File: src/sync_fifo.sv
`timescale 1ns/10ps
`default_nettype none

module sync_fifo #(
	parameter int WIDTH = 8,
	parameter int DEPTH = 16
) (
	input  wire logic                       clk,
	input  wire logic                       rst_n,
	input  wire logic                       flush,
	input  wire logic                       push,
	input  wire logic [WIDTH-1:0]           wdata,
	input  wire logic                       pop,
	output logic      [WIDTH-1:0]           rdata,
	output logic                            empty,
	output logic                            full,
	output logic      [$clog2(DEPTH+1)-1:0] free
);

	localparam int PTR_W = (DEPTH > 1) ? $clog2(DEPTH) : 1;
	localparam int CNT_W = $clog2(DEPTH + 1);

	logic [WIDTH-1:0] mem [DEPTH];
	logic [PTR_W-1:0] wr_ptr;
	logic [PTR_W-1:0] rd_ptr;
	logic [CNT_W-1:0] count;
	logic             do_push;
	logic             do_pop;

	// Overflowing pushes and underflowing pops are dropped
	assign do_push = push && !full;
	assign do_pop  = pop && !empty;

	assign empty = (count == '0);
	assign full  = (count == CNT_W'(DEPTH));
	assign free  = CNT_W'(DEPTH) - count;

	// Show-ahead head entry
	assign rdata = mem[rd_ptr];

	// Storage array
	always_ff @(posedge clk) begin
		if (do_push)
			mem[wr_ptr] <= wdata;
	end

	always_ff @(posedge clk or negedge rst_n) begin
		if (!rst_n) begin
			wr_ptr <= '0;
			rd_ptr <= '0;
			count  <= '0;
		end else if (flush) begin
			// Drop everything in one cycle
			wr_ptr <= '0;
			rd_ptr <= '0;
			count  <= '0;
		end else begin
			// Explicit wrap keeps odd depths working
			if (do_push)
				wr_ptr <= (wr_ptr == PTR_W'(DEPTH - 1)) ? '0 : wr_ptr + 1'b1;
			if (do_pop)
				rd_ptr <= (rd_ptr == PTR_W'(DEPTH - 1)) ? '0 : rd_ptr + 1'b1;
			if (do_push && !do_pop)
				count <= count + 1'b1;
			else if (do_pop && !do_push)
				count <= count - 1'b1;
		end
	end

endmodule

`default_nettype wire

File: config.mk
export PLATFORM = sky130hd
export DESIGN_NAME = sync_fifo
export DESIGN_NICKNAME = d
export VERILOG_FILES = /design/src/sync_fifo.sv
export SDC_FILE = /design/constraint.sdc
export NUM_CORES = 1
export LEC_CHECK = 0
export ABC_AREA = 1
export BUFFER_PORTS_ARGS = -buffer_cell sky130_fd_sc_hd__buf_2
export CORE_MARGIN = 5
export CORE_UTILIZATION = 40
export DETAILED_ROUTE_END_ITERATION = 7
export HOLD_SLACK_MARGIN = 0.08
export MAX_ROUTING_LAYER = met4
export SETUP_SLACK_MARGIN = 0.05
export SYNTH_ARGS = -nofsm -noshare
export SYNTH_HDL_FRONTEND = slang
export SYNTH_SLANG_ARGS = --single-unit
File: constraint.sdc
create_clock -name clk -period 4.3 [get_ports clk]
set_input_delay 0 -clock clk [delete_from_list [all_inputs] [get_ports clk]]
set_output_delay 0 -clock clk [all_outputs]
set_load 0.05 [all_outputs]
Word level (Yosys, flattened, before mapping)
Memory sizes are Yosys's and may differ from the RTL's.
Index checks and enable logic that the tools add are counted.
- memories: 1
- output and inout port bits: 15
- bits in writable memories: 128
- register bits after elaboration: 13
- bits of input ports: 13
- mux-type cells: 11
- add/subtract/negate cells: 5
- reduce and logical (&&, ||, !) cells: 12
- equal/unequal tests: 3
- memory list (name ; depth ; bits a word ; read ports ; clocked after Yosys merged registers in ; wr ports ; RTL line ; source):
    mem ; 16 ; 8 ; 1 ; 0 ; 1 ; 23 ; logic [WIDTH-1:0] mem [DEPTH];
- operators with widths (operator ; count):
    2-to-1 mux 4 bit ; 6
    2-to-1 mux 5 bit ; 3
    adder 4 x 1 -> 4 bit, second input constant ; 2
    == test 4 bit, second input constant ; 2
    adder 5 x 1 -> 5 bit, second input constant ; 1
    == test 5 bit, second input constant ; 1
    logical NOT 5 bit ; 1
    subtractor 5 x 1 -> 5 bit, second input constant ; 1
    subtractor 5 bit, first input constant ; 1
    logical AND 1 bit ; 4
    logical NOT 1 bit ; 4
    nonzero test 2 bit ; 2
    nonzero test 3 bit ; 1
    2-to-1 mux 1 bit ; 2

Logic depth before layout (Yosys ltp)
Gate-level depths: netlist of the first run.
- word-level depth: 8
- gate-level depth with buffers: 15
- gate-level depth less buffers: 15

Least setup slack after synthesis of the first run
No wires, ideal clock.
- path kind: register to register
- from: reg count[0]
- to: reg count[4]
- data required time: 4.183 ns
- path buffers: 0
- data arrival time: 2.489 ns
- stages on the path, launching flop included: 16
- slack: 1.693 ns
- path through: dfrtp_1 > inv_1 > ha_1 > nand2_1 > nor2_1 > ha_1 > inv_1 > nand2_2 > nand2_2 > fa_1 > inv_1 > nor2_1 > nor2_1 > nand3_1 > nand3_1 > nand2_1
- cells in the longest elaborated chain, start to end: 7
- elaborated cells between the ends (all ways): 16
- those cells by class: add/sub (2); eq/ne (1); mux (3); reduce/logical (10)
- RTL lines (what ; RTL line ; source):
    start, declared ; 26 ; logic [CNT_W-1:0] count;
    start signal, assigned ; 64 ; count <= count + 1'b1;
    start signal, assigned ; 66 ; count <= count - 1'b1;
    logical NOT 5 bit * ; 34 ; assign empty = (count == '0);
    net empty ; 15 ; output logic empty,
    logical NOT 1 bit * ; 32 ; assign do_pop = pop && !empty;
    logical AND 1 bit * ; 32 ;
    logical NOT 1 bit ; 63 ; if (do_push && !do_pop)
    logical AND 1 bit ; 63 ;
    2-to-1 mux 5 bit ; 63 ;
    2-to-1 mux 5 bit ; 52 ; end else if (flush) begin
The timed path passes the listed nets; every way through them passes the cells marked *. The select of a mux whose other input is x is not followed.
A chain may end at the register's enable or synchronous reset.

Worst setup path in the final report of the first run
- from: reg count[0]
- to: mem mem[12][3] (enable)
- cells in the longest elaborated chain, start to end: 5
- RTL lines (what ; RTL line ; source):
    == test 5 bit ; 35 ; assign full = (count == CNT_W'(DEPTH));
    logical NOT 1 bit ; 31 ; assign do_push = push && !full;
    logical AND 1 bit ; 31 ;
    2-to-1 mux 1 bit ; 43 ; if (do_push)
    2-to-1 mux 1 bit (not written as such) ; 44 ; mem[wr_ptr] <= wdata;
    end, declared ; 23 ;
Every way passes these cells.

==> results of run 1 <==
==> report_power, final <==
| part | total [mW] | internal (mW) | leakage [nW] | switching (mW) |
|---|---|---|---|---|
| sequential | 1.60 | 1.56 | 1.33 | 0.0405 |
| clock | 1.50 | 0.919 | 0.279 | 0.582 |
| combinational | 1.47 | 0.368 | 1.79 | 1.10 |
| total | 4.57 | 2.85 | 3.40 | 1.73 |
==> cells by family after synthesis <==
family	count (synthesis)	share of synthesized area
xor+xnor	5	0.00661
simple gates	345	0.217
flops	141	0.629
compound gates	16	0.0144
buf+inv	169	0.107
fa+ha+maj	13	0.0257
==> through the flow <==
| stage | instances | utilization | setup WS (ns) | cell area [um^2] | hold slack (ns) |
|---|---|---|---|---|---|
| 2_1_floorplan | 689 | - | 1.69 | 6630 | -0.296 |
| 3_3_place_gp | 915 | 0.420 | 1.84 | 6890 | -0.0855 |
| 3_5_place_dp | 915 | 0.420 | 1.75 | 6890 | -0.0799 |
| 4_1_cts | 960 | 0.465 | 1.69 | 7640 | 0.433 |
| 5_1_grt | 960 | 0.465 | 1.52 | 7640 | 0.472 |
| 6_report | 960 | 0.465 | 1.71 | 7640 | 0.453 |
==> registers in the layout, indices dropped and copies added (netlist names) <==
signal / cells
mem: 128
count: 5
rd_ptr: 4
wr_ptr: 4
==> tightest hold or removal path, stage by stage <==
cell and delay, ns:
dlygate4sd3_1 0.52, buf_2 0.14, a21oi_2 0.07, nand3_1 0.07
nand2_1 0.04
==> cell type report <==
| cell class | instances | share of cell area |
|---|---|---|
| Clock inverter | 15 | 0.0246 |
| Timing Repair Buffer | 42 | 0.0367 |
| Multi-Input combinational cell | 379 | 0.229 |
| Sequential cell | 141 | 0.546 |
| Clock buffer | 17 | 0.0557 |
| Inverter | 146 | 0.0721 |
| Tap cell | 220 | 0.0360 |
==> Yosys cell counts (all sizes together), types with 3 or more instances <==
cell      n  area [um^2]
dfrtp    13          325
a21oi     3         18.8
nor2     23         96.4
nand3    97          490
o21ai    10         50.1
buf      23          160
nand2   224          846
ha       12          150
inv     140          528
edfxtp  128         3840
clkinv    6         22.5
xor2      4         35.0
==> routing by layer <==
metal | routed length, um | track usage
met4 | 311 | 0.0505
met5 | 0 | -
met3 | 998 | 0.0421
met2 | 7060 | 0.264
met1 | 7390 | 0.236
==> repair_timing <==
action | in CTS | in global routing
hold buffers | 13 | 0
endpoints found under the hold margin | 154 | 0
buffers inserted | 0 | 0
==> cell usage in the layout (no fill, tap or decap), drive strengths merged <==
cell / count
a21oi: 3
a31oi: 1
buf: 29
bufinv: 3
clkbuf: 17
clkinv: 8
clkinvlp: 6
dfrtp: 13
dlygate4sd3: 13
edfxtp: 128
fa: 1
ha: 12
inv: 144
nand2: 224
nand3: 97
nor2: 23
nor3: 1
o211ai: 1
o21ai: 10
o22ai: 1
xnor2: 1
xor2: 4
==> path summary, 6_finish.rpt <==
path	from	to	slack, ns	cells after the start
worst max register to register	count[0]	mem[12][3]	1.71	8
worst min-delay path	flush	count[3]	0.45	5
worst min register to register	wr_ptr[2]	wr_ptr[2]	0.55	1
max in group asynchronous	rst_n	rd_ptr[0]	3.20	3
min in group asynchronous	rst_n	wr_ptr[0]	0.66	3
worst max-delay path	count[0]	mem[12][3]	1.71	8
==> flow_summary_export.csv, run 1 <==
group,metric,value,unit
global_route,grt_pass1_vias,4620,
final_layout,nets,753,
timing,slew_headroom,0.501,
logic_synthesis,syn-cell-area,6630,um^2
power_and_ir_drop,powerDensity,599,nW/um^2
clocking,clk_latency,0.43,ns
setup_path,endpoint_kind,"register",
final_layout,fillers,1532,
drt,drtIter0Drc,352,
logic_synthesis,ys_warn_count,0,
timing,post-route-period-util,0.602,
clocking,htree_levels,4,
timing,fmax,0.386,GHz
final_layout,drive_gt1_frac,0.100,
die,ios,28,
min_path,hold_path.class,"primary input to register",
global_route,grt_max_degree,69,
drt,routedWlPerCell,16.4,um
global_route,grt_overflow,0,
timing,timing_hold_violations_final,0,
final_layout,regArea,4170,um^2
power_and_ir_drop,total_power,4.57,mW
global_route,antenna_found_initial,0,
drt,route.vias.total,4608,
drt,drt-total-wl,15800,um
logic_synthesis,synth_seq_cells,141,
timing,period_minus_slack,2.59,ns
die,dieArea,19200,um^2
drt,ant_nets,0,
drt,firstDrtPassIters,5,
final_layout,synthToLayoutAreaGrowth,15.2,%
setup_path,crit_chain,"inv_1, ha_1, nand2_1, nor2_1, ha_1, nor2_4, nand2_1, nor2_1",
setup_path,critical_path.top_delay_family,"simple AND/OR/NAND/NOR gates",
timing,worst_pin_slew,0.745,ns
clocking,cts_resized,0,
final_layout,multi_input_area,1750,um^2
logic_synthesis,synth_ff_type,"edfxtp_1",
clocking,cts_tree,"yes",
drt,drc,0,
logic_synthesis,ys_seq_area_frac,0.629,
setup_path,cpMaxStageDelayCell,"nor2_1",
setup_path,crit_buf_inv,1,
placement,hpwl,9950,um
setup_path,path_class,"register to register",
clocking,clkTransAtPathRegs,0.06,ns
timing,finalSetupViolations,0,
global_route,grt_pass1_wl,25100,um
run_status,outcome,"finished, final reports clean",
die,start_util,0.404,
clocking,root_buffer,"clkbuf_16",
clocking,clock_sinks,141,
timing,rsz0062_at_grt,"no",
timing,tns,0,ns
drt,vias_per_cell,4.80,
power_and_ir_drop,ir_drop,0.000651,V
logic_synthesis,synth.distinct_cells,27,
die,die_w,139,um
logic_synthesis,synth_cells,689,
flow_run,max-cap-violations,0,
logic_synthesis,avgSynthCellArea,9.62,um^2
timing,skew,0.00754,ns
placement,portBuffers,27,
die,core,16400,um^2
clocking,cts_buffers,17,
power_and_ir_drop,leakage,3.40,nW
final_layout,n_antenna_cell,0,
setup_path,cp-start-kind,"register",
placement,gp_congestion,0.896,
setup_path,worstPathMaxFanout,8,
setup_path,critPathMaxStageDelay,0.61,ns
die,die_y,139,um
setup_path,required,4.35,ns
die,placementRows,47,
logic_synthesis,async_flop_share,0.0922,
logic_synthesis,synth_nets,715,
logic_synthesis,synth-edff-count,128,
timing,drv_slew,0,
clocking,clk_path_buf_depth,2,
global_route,grt_usage,0.174,
setup_path,arrival,2.64,ns
Note: power is estimated with default switching activity, not from simulation.
==> run 2, diff against run 1 <==
ABC_AREA = 0   (was 1)
clock period = 2.5 ns   (was 4.3 ns; I/O delays follow)
==> run 2 against run 1 <==
The run now ends with negative setup slack left. Sequential power increased by 71%. Clock skew down 0.0015 ns. Via count decreased by 33%. Wire length shrank 25%. Die area is 11% lower. Global-route usage shrank 2.7 points. Clock-buffer cell count is the same. Hold slack better by 0.059 ns. Combinational power increased by 46%.
==> flow_summary_export.csv, run 2 <==
group,metric,value,unit
clocking,cts_tree,"yes",
logic_synthesis,synthAdderAreaFrac,0.0290,
final_layout,fin_area,7300,um^2
final_layout,layout_common_cells,"edfxtp_1 (128), buf_4 (31), buf_2 (27)",
final_layout,n_antenna_cell,0,
clocking,clk_path_buf_depth,2,
drt,drt-total-wl,11800,um
final_layout,top_register,"mem",
logic_synthesis,synth.most_common_cell,"edfxtp_1",
placement,place_area,6540,um^2
logic_synthesis,synth_top_family_by_area,"multiplexers",
setup_path,endpoint_kind,"register",
logic_synthesis,synth_ff_type,"edfxtp_1",
placement,hpwl,7330,um
die,start_util,0.406,
drt,firstDrtPassIters,4,
drt,route.vias.total,3071,
logic_synthesis,syn-cell-area,5870,um^2
timing,period_minus_slack,2.54,ns
global_route,antenna_found_initial,0,
placement,portBuffers,27,
logic_synthesis,ys_seq_area_frac,0.710,
power_and_ir_drop,leakage,2.61,nW
min_path,hold_path.class,"primary input to register",
final_layout,fin_util,0.504,
drt,drtIter0Drc,199,
die,placementRows,44,
global_route,grt_pass1_wl,18500,um
power_and_ir_drop,ir_drop,0.00113,V
flow_run,max-cap-violations,0,
setup_path,arrival,2.84,ns
final_layout,final_common_cell,"edfxtp_1",
clocking,clk_latency,0.41,ns
timing,post-route-period-util,1.01,
logic_synthesis,synth_top_area_frac,0.654,
timing,rsz0062_at_grt,"yes",
placement,place_ws,-0.122,ns
timing,setup_ws,-0.0374,ns
power_and_ir_drop,powerDensity,990,nW/um^2
clocking,root_buffer,"clkbuf_16",
final_layout,synthToLayoutAreaGrowth,24.3,%
setup_path,cp-start-kind,"register",
logic_synthesis,synth_top_area_cell,"edfxtp_1",
timing,timing_hold_violations_final,0,
timing,finalSetupViolations,1,
logic_synthesis,synth-compound-area-share,0.0394,
logic_synthesis,synth_common_cells,"edfxtp_1 (128), nand2_1 (18), and2_1 (17), mux4_1 (17), a22oi_1 (16)",
die,dieArea,17200,um^2
drt,routedWlPerCell,19.8,um
setup_path,path_class,"register to register",
timing,slew_headroom,0.561,
global_route,grt_overflow,0,
final_layout,drive_gt1_frac,0.303,
clocking,htree_levels,4,
logic_synthesis,synth.distinct_cells,34,
logic_synthesis,synth_seq_cells,141,
logic_synthesis,synth_xor_area_frac,0.00895,
logic_synthesis,ys_warn_count,0,
drt,drc,0,
setup_path,worstPathMaxFanout,3,
logic_synthesis,synth_cells,315,
logic_synthesis,synth_area_leaders,"edfxtp_1 (65%), mux4_1 (7.6%), mux4_2 (5.8%), dfrtp_1 (5.5%), ha_1 (2.6%)",
timing,skew,0.00599,ns
drt,vias_per_cell,5.15,
final_layout,largest_reg_flops,128,
logic_synthesis,synth-simple-area-share,0.0552,
setup_path,required,2.80,ns
die,die_w,131,um
timing,worst_pin_slew,0.657,ns
logic_synthesis,synth_mux_area_frac,0.139,
logic_synthesis,synth_nets,341,
logic_synthesis,synth-edff-count,128,
logic_synthesis,async_flop_share,0.0922,
clocking,clock_sinks,141,
placement,gp_congestion,0.833,
run_status,outcome,"finished with violations",
final_layout,reg_top3,"mem (128), count (5)",
global_route,grt_max_degree,29,
drt,ant_nets,0,
timing,fmax,0.394,GHz
run_status,violations,"negative setup slack",
clocking,clkTransAtPathRegs,0.06,ns
global_route,grt_pass1_vias,3229,
timing,drv_slew,0,
global_route,grt_usage,0.147,
clocking,cts_buffers,17,
final_layout,nets,425,
logic_synthesis,avgSynthCellArea,18.6,um^2
die,ios,28,
die,die_y,131,um
die,core,14500,um^2
## run 2: cell types whose count changed after synthesis, sizes merged, moves of 7 or more
cell / previous run / this run
nand2: 224 / 18
mux4: 0 / 32
o21ai: 10 / 3
and2: 0 / 17
inv: 140 / 6
buf: 23 / 10
a22oi: 0 / 16
nor2: 23 / 11
a21oi: 3 / 13
nand3: 97 / 3
## run 2: final cells by class
cell class	count	area, um^2
sequential	141	4170
clock inverter	15	139
timing repair buffer	79	648
multi-input combinational	154	1670
inverter	6	22.5
clock buffer	17	425
tap	184	230
fill	1193	7180
## run 2: per-stage QoR
stage	hold WS (ns)	power, mW	TNS, ns	instances
after floorplan	-0.296	4.32	-0.312	315
after global placement	-0.0809	4.80	-0.0564	547
after detailed placement	-0.0779	4.84	-0.122	547
after CTS	0.473	7.31	-0.0542	596
after global routing	0.525	7.56	-0.188	596
final	0.512	7.23	-0.0374	596
## run 2: worst paths after layout
| check | startpoint | to | slack [ns] | depth (start not counted) |
|---|---|---|---|---|
| worst max register to register | count[1] | count[4] | -0.04 | 11 |
| worst min register to register | wr_ptr[3] | wr_ptr[3] | 0.61 | 2 |
| max in group asynchronous | rst_n | rd_ptr[0] | 1.35 | 3 |
| worst min-delay path | wdata[3] | mem[11][3] | 0.51 | 2 |
| worst max-delay path | count[1] | count[4] | -0.04 | 11 |
| min in group asynchronous | rst_n | rd_ptr[3] | 0.69 | 3 |
## run 2: logic make-up (layout without fill, tap and decap cells)
group,count (synthesis),count (layout)
adders and majority gates,13,13
muxes,35,35
and+or+nand+nor,64,64
DFF,141,141
buffers and inverters,20,117
xor gates and xnor gates,6,6
AOI/OAI and AO/OA,36,36
## run 2: routing by layer
layer | GRT usage | vias to the layer above | wire [um]
met3 | 0.0367 | 13 | 558
met4 | 0.0572 | 0 | 199
met5 | - | - | 0
li1 | - | 1440 | -
met1 | 0.176 | 1550 | 4890
met2 | 0.242 | 68 | 6140
## run 2: what timing repair did
action | CTS | global route
hold buffers | 14 | 0
resized for setup | 3 | 0
endpoints found under the setup margin | 6 | 1
hold endpoints to repair | 154 | 0
setup buffers | 3 | 0
pin swaps | 3 | 0
## run 2: report_power, final
| part | total (mW) | switching, mW | internal [mW] |
|---|---|---|---|
| clock | 2.36 | 0.976 | 1.38 |
| sequential | 2.73 | 0.0618 | 2.67 |
| combinational | 2.14 | 1.27 | 0.876 |
| total | 7.23 | 2.30 | 4.92 |
## run 2: critical path, cell delays in order (launching register included)
cell,delay (ns)
dfrtp_1,0.40
inv_2,0.07
ha_4,0.12
nor3b_4,0.26
ha_4,0.17
nand2b_4,0.13
nand2_4,0.06
fa_2,0.35
a21o_1,0.17
a21oi_2,0.13
mux2i_1,0.20
mux2_2,0.35
==> run 3, diff against run 2 <==
BUFFER_PORTS_ARGS = unset   (was -buffer_cell sky130_fd_sc_hd__buf_2)
DONT_BUFFER_PORTS = 1   (was unset)
==> run 3 against run 2 <==
The run still ends with negative setup slack left. Worst setup slack got worse by 0.059 ns. Power decreased by 0.62%. Flip-flop and latch count unchanged. Cell area is 1.8% lower. Combinational power up 2%. Global-route usage is 0.32 points higher. First-iteration DRC count decreased by 1.5%. Sequential share of layout area up 1.1 points. Critical path depth stayed put. Register-to-register slack lost 0.06 ns. Critical endpoint unchanged. Highest routed layer unchanged.
==> flow_summary_export.csv, run 3 (synthesis gave the netlist of run 2 again) <==
group,metric,value,unit
die,placementRows,44,
min_path,hold_path.class,"primary input to register",
setup_path,arrival,2.89,ns
setup_path,cp-start-kind,"register",
die,ios,28,
final_layout,final_common_cell,"edfxtp_1",
setup_path,worstPathMaxFanout,3,
die,die_w,131,um
timing,timing.hold.ws,0.116,ns
drt,ant_nets,0,
setup_path,endpoint_kind,"register",
power_and_ir_drop,total_power,7.18,mW
power_and_ir_drop,powerDensity,1000,nW/um^2
drt,drt-total-wl,12100,um
timing,fmax,0.385,GHz
final_layout,largest_reg_flops,128,
timing,period_minus_slack,2.60,ns
power_and_ir_drop,p_clk_frac,0.316,
final_layout,top_register,"mem",
power_and_ir_drop,power_switching,2.24,mW
die,start_util,0.406,
clocking,clkTransAtPathRegs,0.06,ns
power_and_ir_drop,ir_drop,0.000908,V
placement,dp_cells,523,
setup_path,path_class,"register to register",
die,die_y,131,um
final_layout,nets,403,
final_layout,synthToLayoutAreaGrowth,22.0,%
clocking,htree_levels,4,
power_and_ir_drop,p_comb_frac,0.304,
die,core,14500,um^2
drt,drtIter0Drc,196,
placement,gp_congestion,0.741,
timing,drv_slew,0,
drt,drc,0,
flow_run,max-cap-violations,0,
drt,route.vias.total,3052,
setup_path,required,2.79,ns
drt,vias_per_cell,5.32,
timing,finalSetupViolations,1,
timing,timing_hold_violations_final,0,
drt,firstDrtPassIters,4,
placement,hpwl,7680,um
run_status,outcome,"finished with violations",
clocking,clk_path_buf_depth,2,
timing,worst_pin_slew,0.603,ns
power_and_ir_drop,intPower,4.95,mW
timing,slew_headroom,0.597,
final_layout,n_antenna_cell,0,
timing,setup_ws,-0.0965,ns
timing,tns,-0.0965,ns
global_route,grt_pass1_vias,3243,
clocking,clock_sinks,141,
global_route,grt_max_degree,37,
final_layout,fin_util,0.495,
global_route,grt_pass1_wl,18900,um
final_layout,fin_area,7170,um^2
clocking,clk_latency,0.41,ns
power_and_ir_drop,leakage,2.48,nW
die,dieArea,17200,um^2
drt,routedWlPerCell,21.1,um
final_layout,drive_gt1_frac,0.262,
final_layout,layout_common_cells,"edfxtp_1 (128), buf_4 (38), mux4_1 (17), nand2_1 (17), clkbuf_16 (17)",
clocking,root_buffer,"clkbuf_16",
timing,post-route-period-util,1.04,
global_route,antenna_found_initial,0,
power_and_ir_drop,seq_power_share,0.379,
global_route,grt_overflow,0,
timing,rsz0062_at_grt,"yes",
placement,place_ws,-0.141,ns
placement,place_area,6410,um^2
placement,portBuffers,0,
final_layout,reg_top3,"mem (128), count (5)",
global_route,grt_usage,0.150,
timing,skew,0.00493,ns
final_layout,finalNonFillerCells,574,
power_and_ir_drop,switching_share,0.311,
clocking,cts_tree,"yes",
clocking,cts_buffers,17,
run_status,violations,"negative setup slack",
run 3: final timing paths:
path                            depth (start not counted)        end  slack [ns]  startpoint
worst max-delay path                                   11   count[4]        -0.1    count[0]
worst min-delay path                                    5  rd_ptr[2]        0.12         pop
worst max register to register                         11   count[4]        -0.1    count[0]
worst min register to register                          2  wr_ptr[3]        0.62   wr_ptr[3]
max in group asynchronous                               2  rd_ptr[0]        1.51       rst_n
min in group asynchronous                               2  wr_ptr[2]        0.56       rst_n
run 3: area by class of cell:
class	count	area, um^2
Timing Repair Buffer	57	515
Multi-Input combinational cell	154	1700
Tap cell	184	230
Fill cell	1190	7310
Sequential cell	141	4170
Clock inverter	11	95.1
Inverter	6	22.5
Clock buffer	21	440
run 3: power by group through the flow:
stage          Combinational, mW  Clock (mW)  Sequential (mW)
6_report                    2.19        2.27             2.72
5_1_grt                     2.36        2.42             2.73
4_1_cts                     2.16        2.31             2.72
3_5_place_dp                2.02           0             2.77
3_3_place_gp                1.99           0             2.77
2_1_floorplan               1.55           0             2.78
run 3: metal layers:
metal / GRT usage / part of all wire
met1: 0.195 / 0.43
met2: 0.230 / 0.51
met3: 0.0424 / 0.046
met4: 0.0491 / 0.016
met5: - / 0
run 3: repair_timing:
action | in CTS | in global routing
setup endpoints to repair | 1 | 39
setup buffers | 1 | 2
gates resized for setup | 2 | 9
endpoints found under the hold margin | 154 | 0
pin swaps | 6 | 4
hold buffers | 16 | 0
run 3: critical path, stage by stage (launching register included):
cell and delay, ns:
dfrtp_1 0.39, inv_2 0.08, ha_4 0.13, nor3b_4 0.29, ha_4 0.18, nand2b_4 0.13
nand2_4 0.06, fa_2 0.37, a21o_1 0.17, a21oi_2 0.13, mux2i_1 0.21, mux2_2 0.35
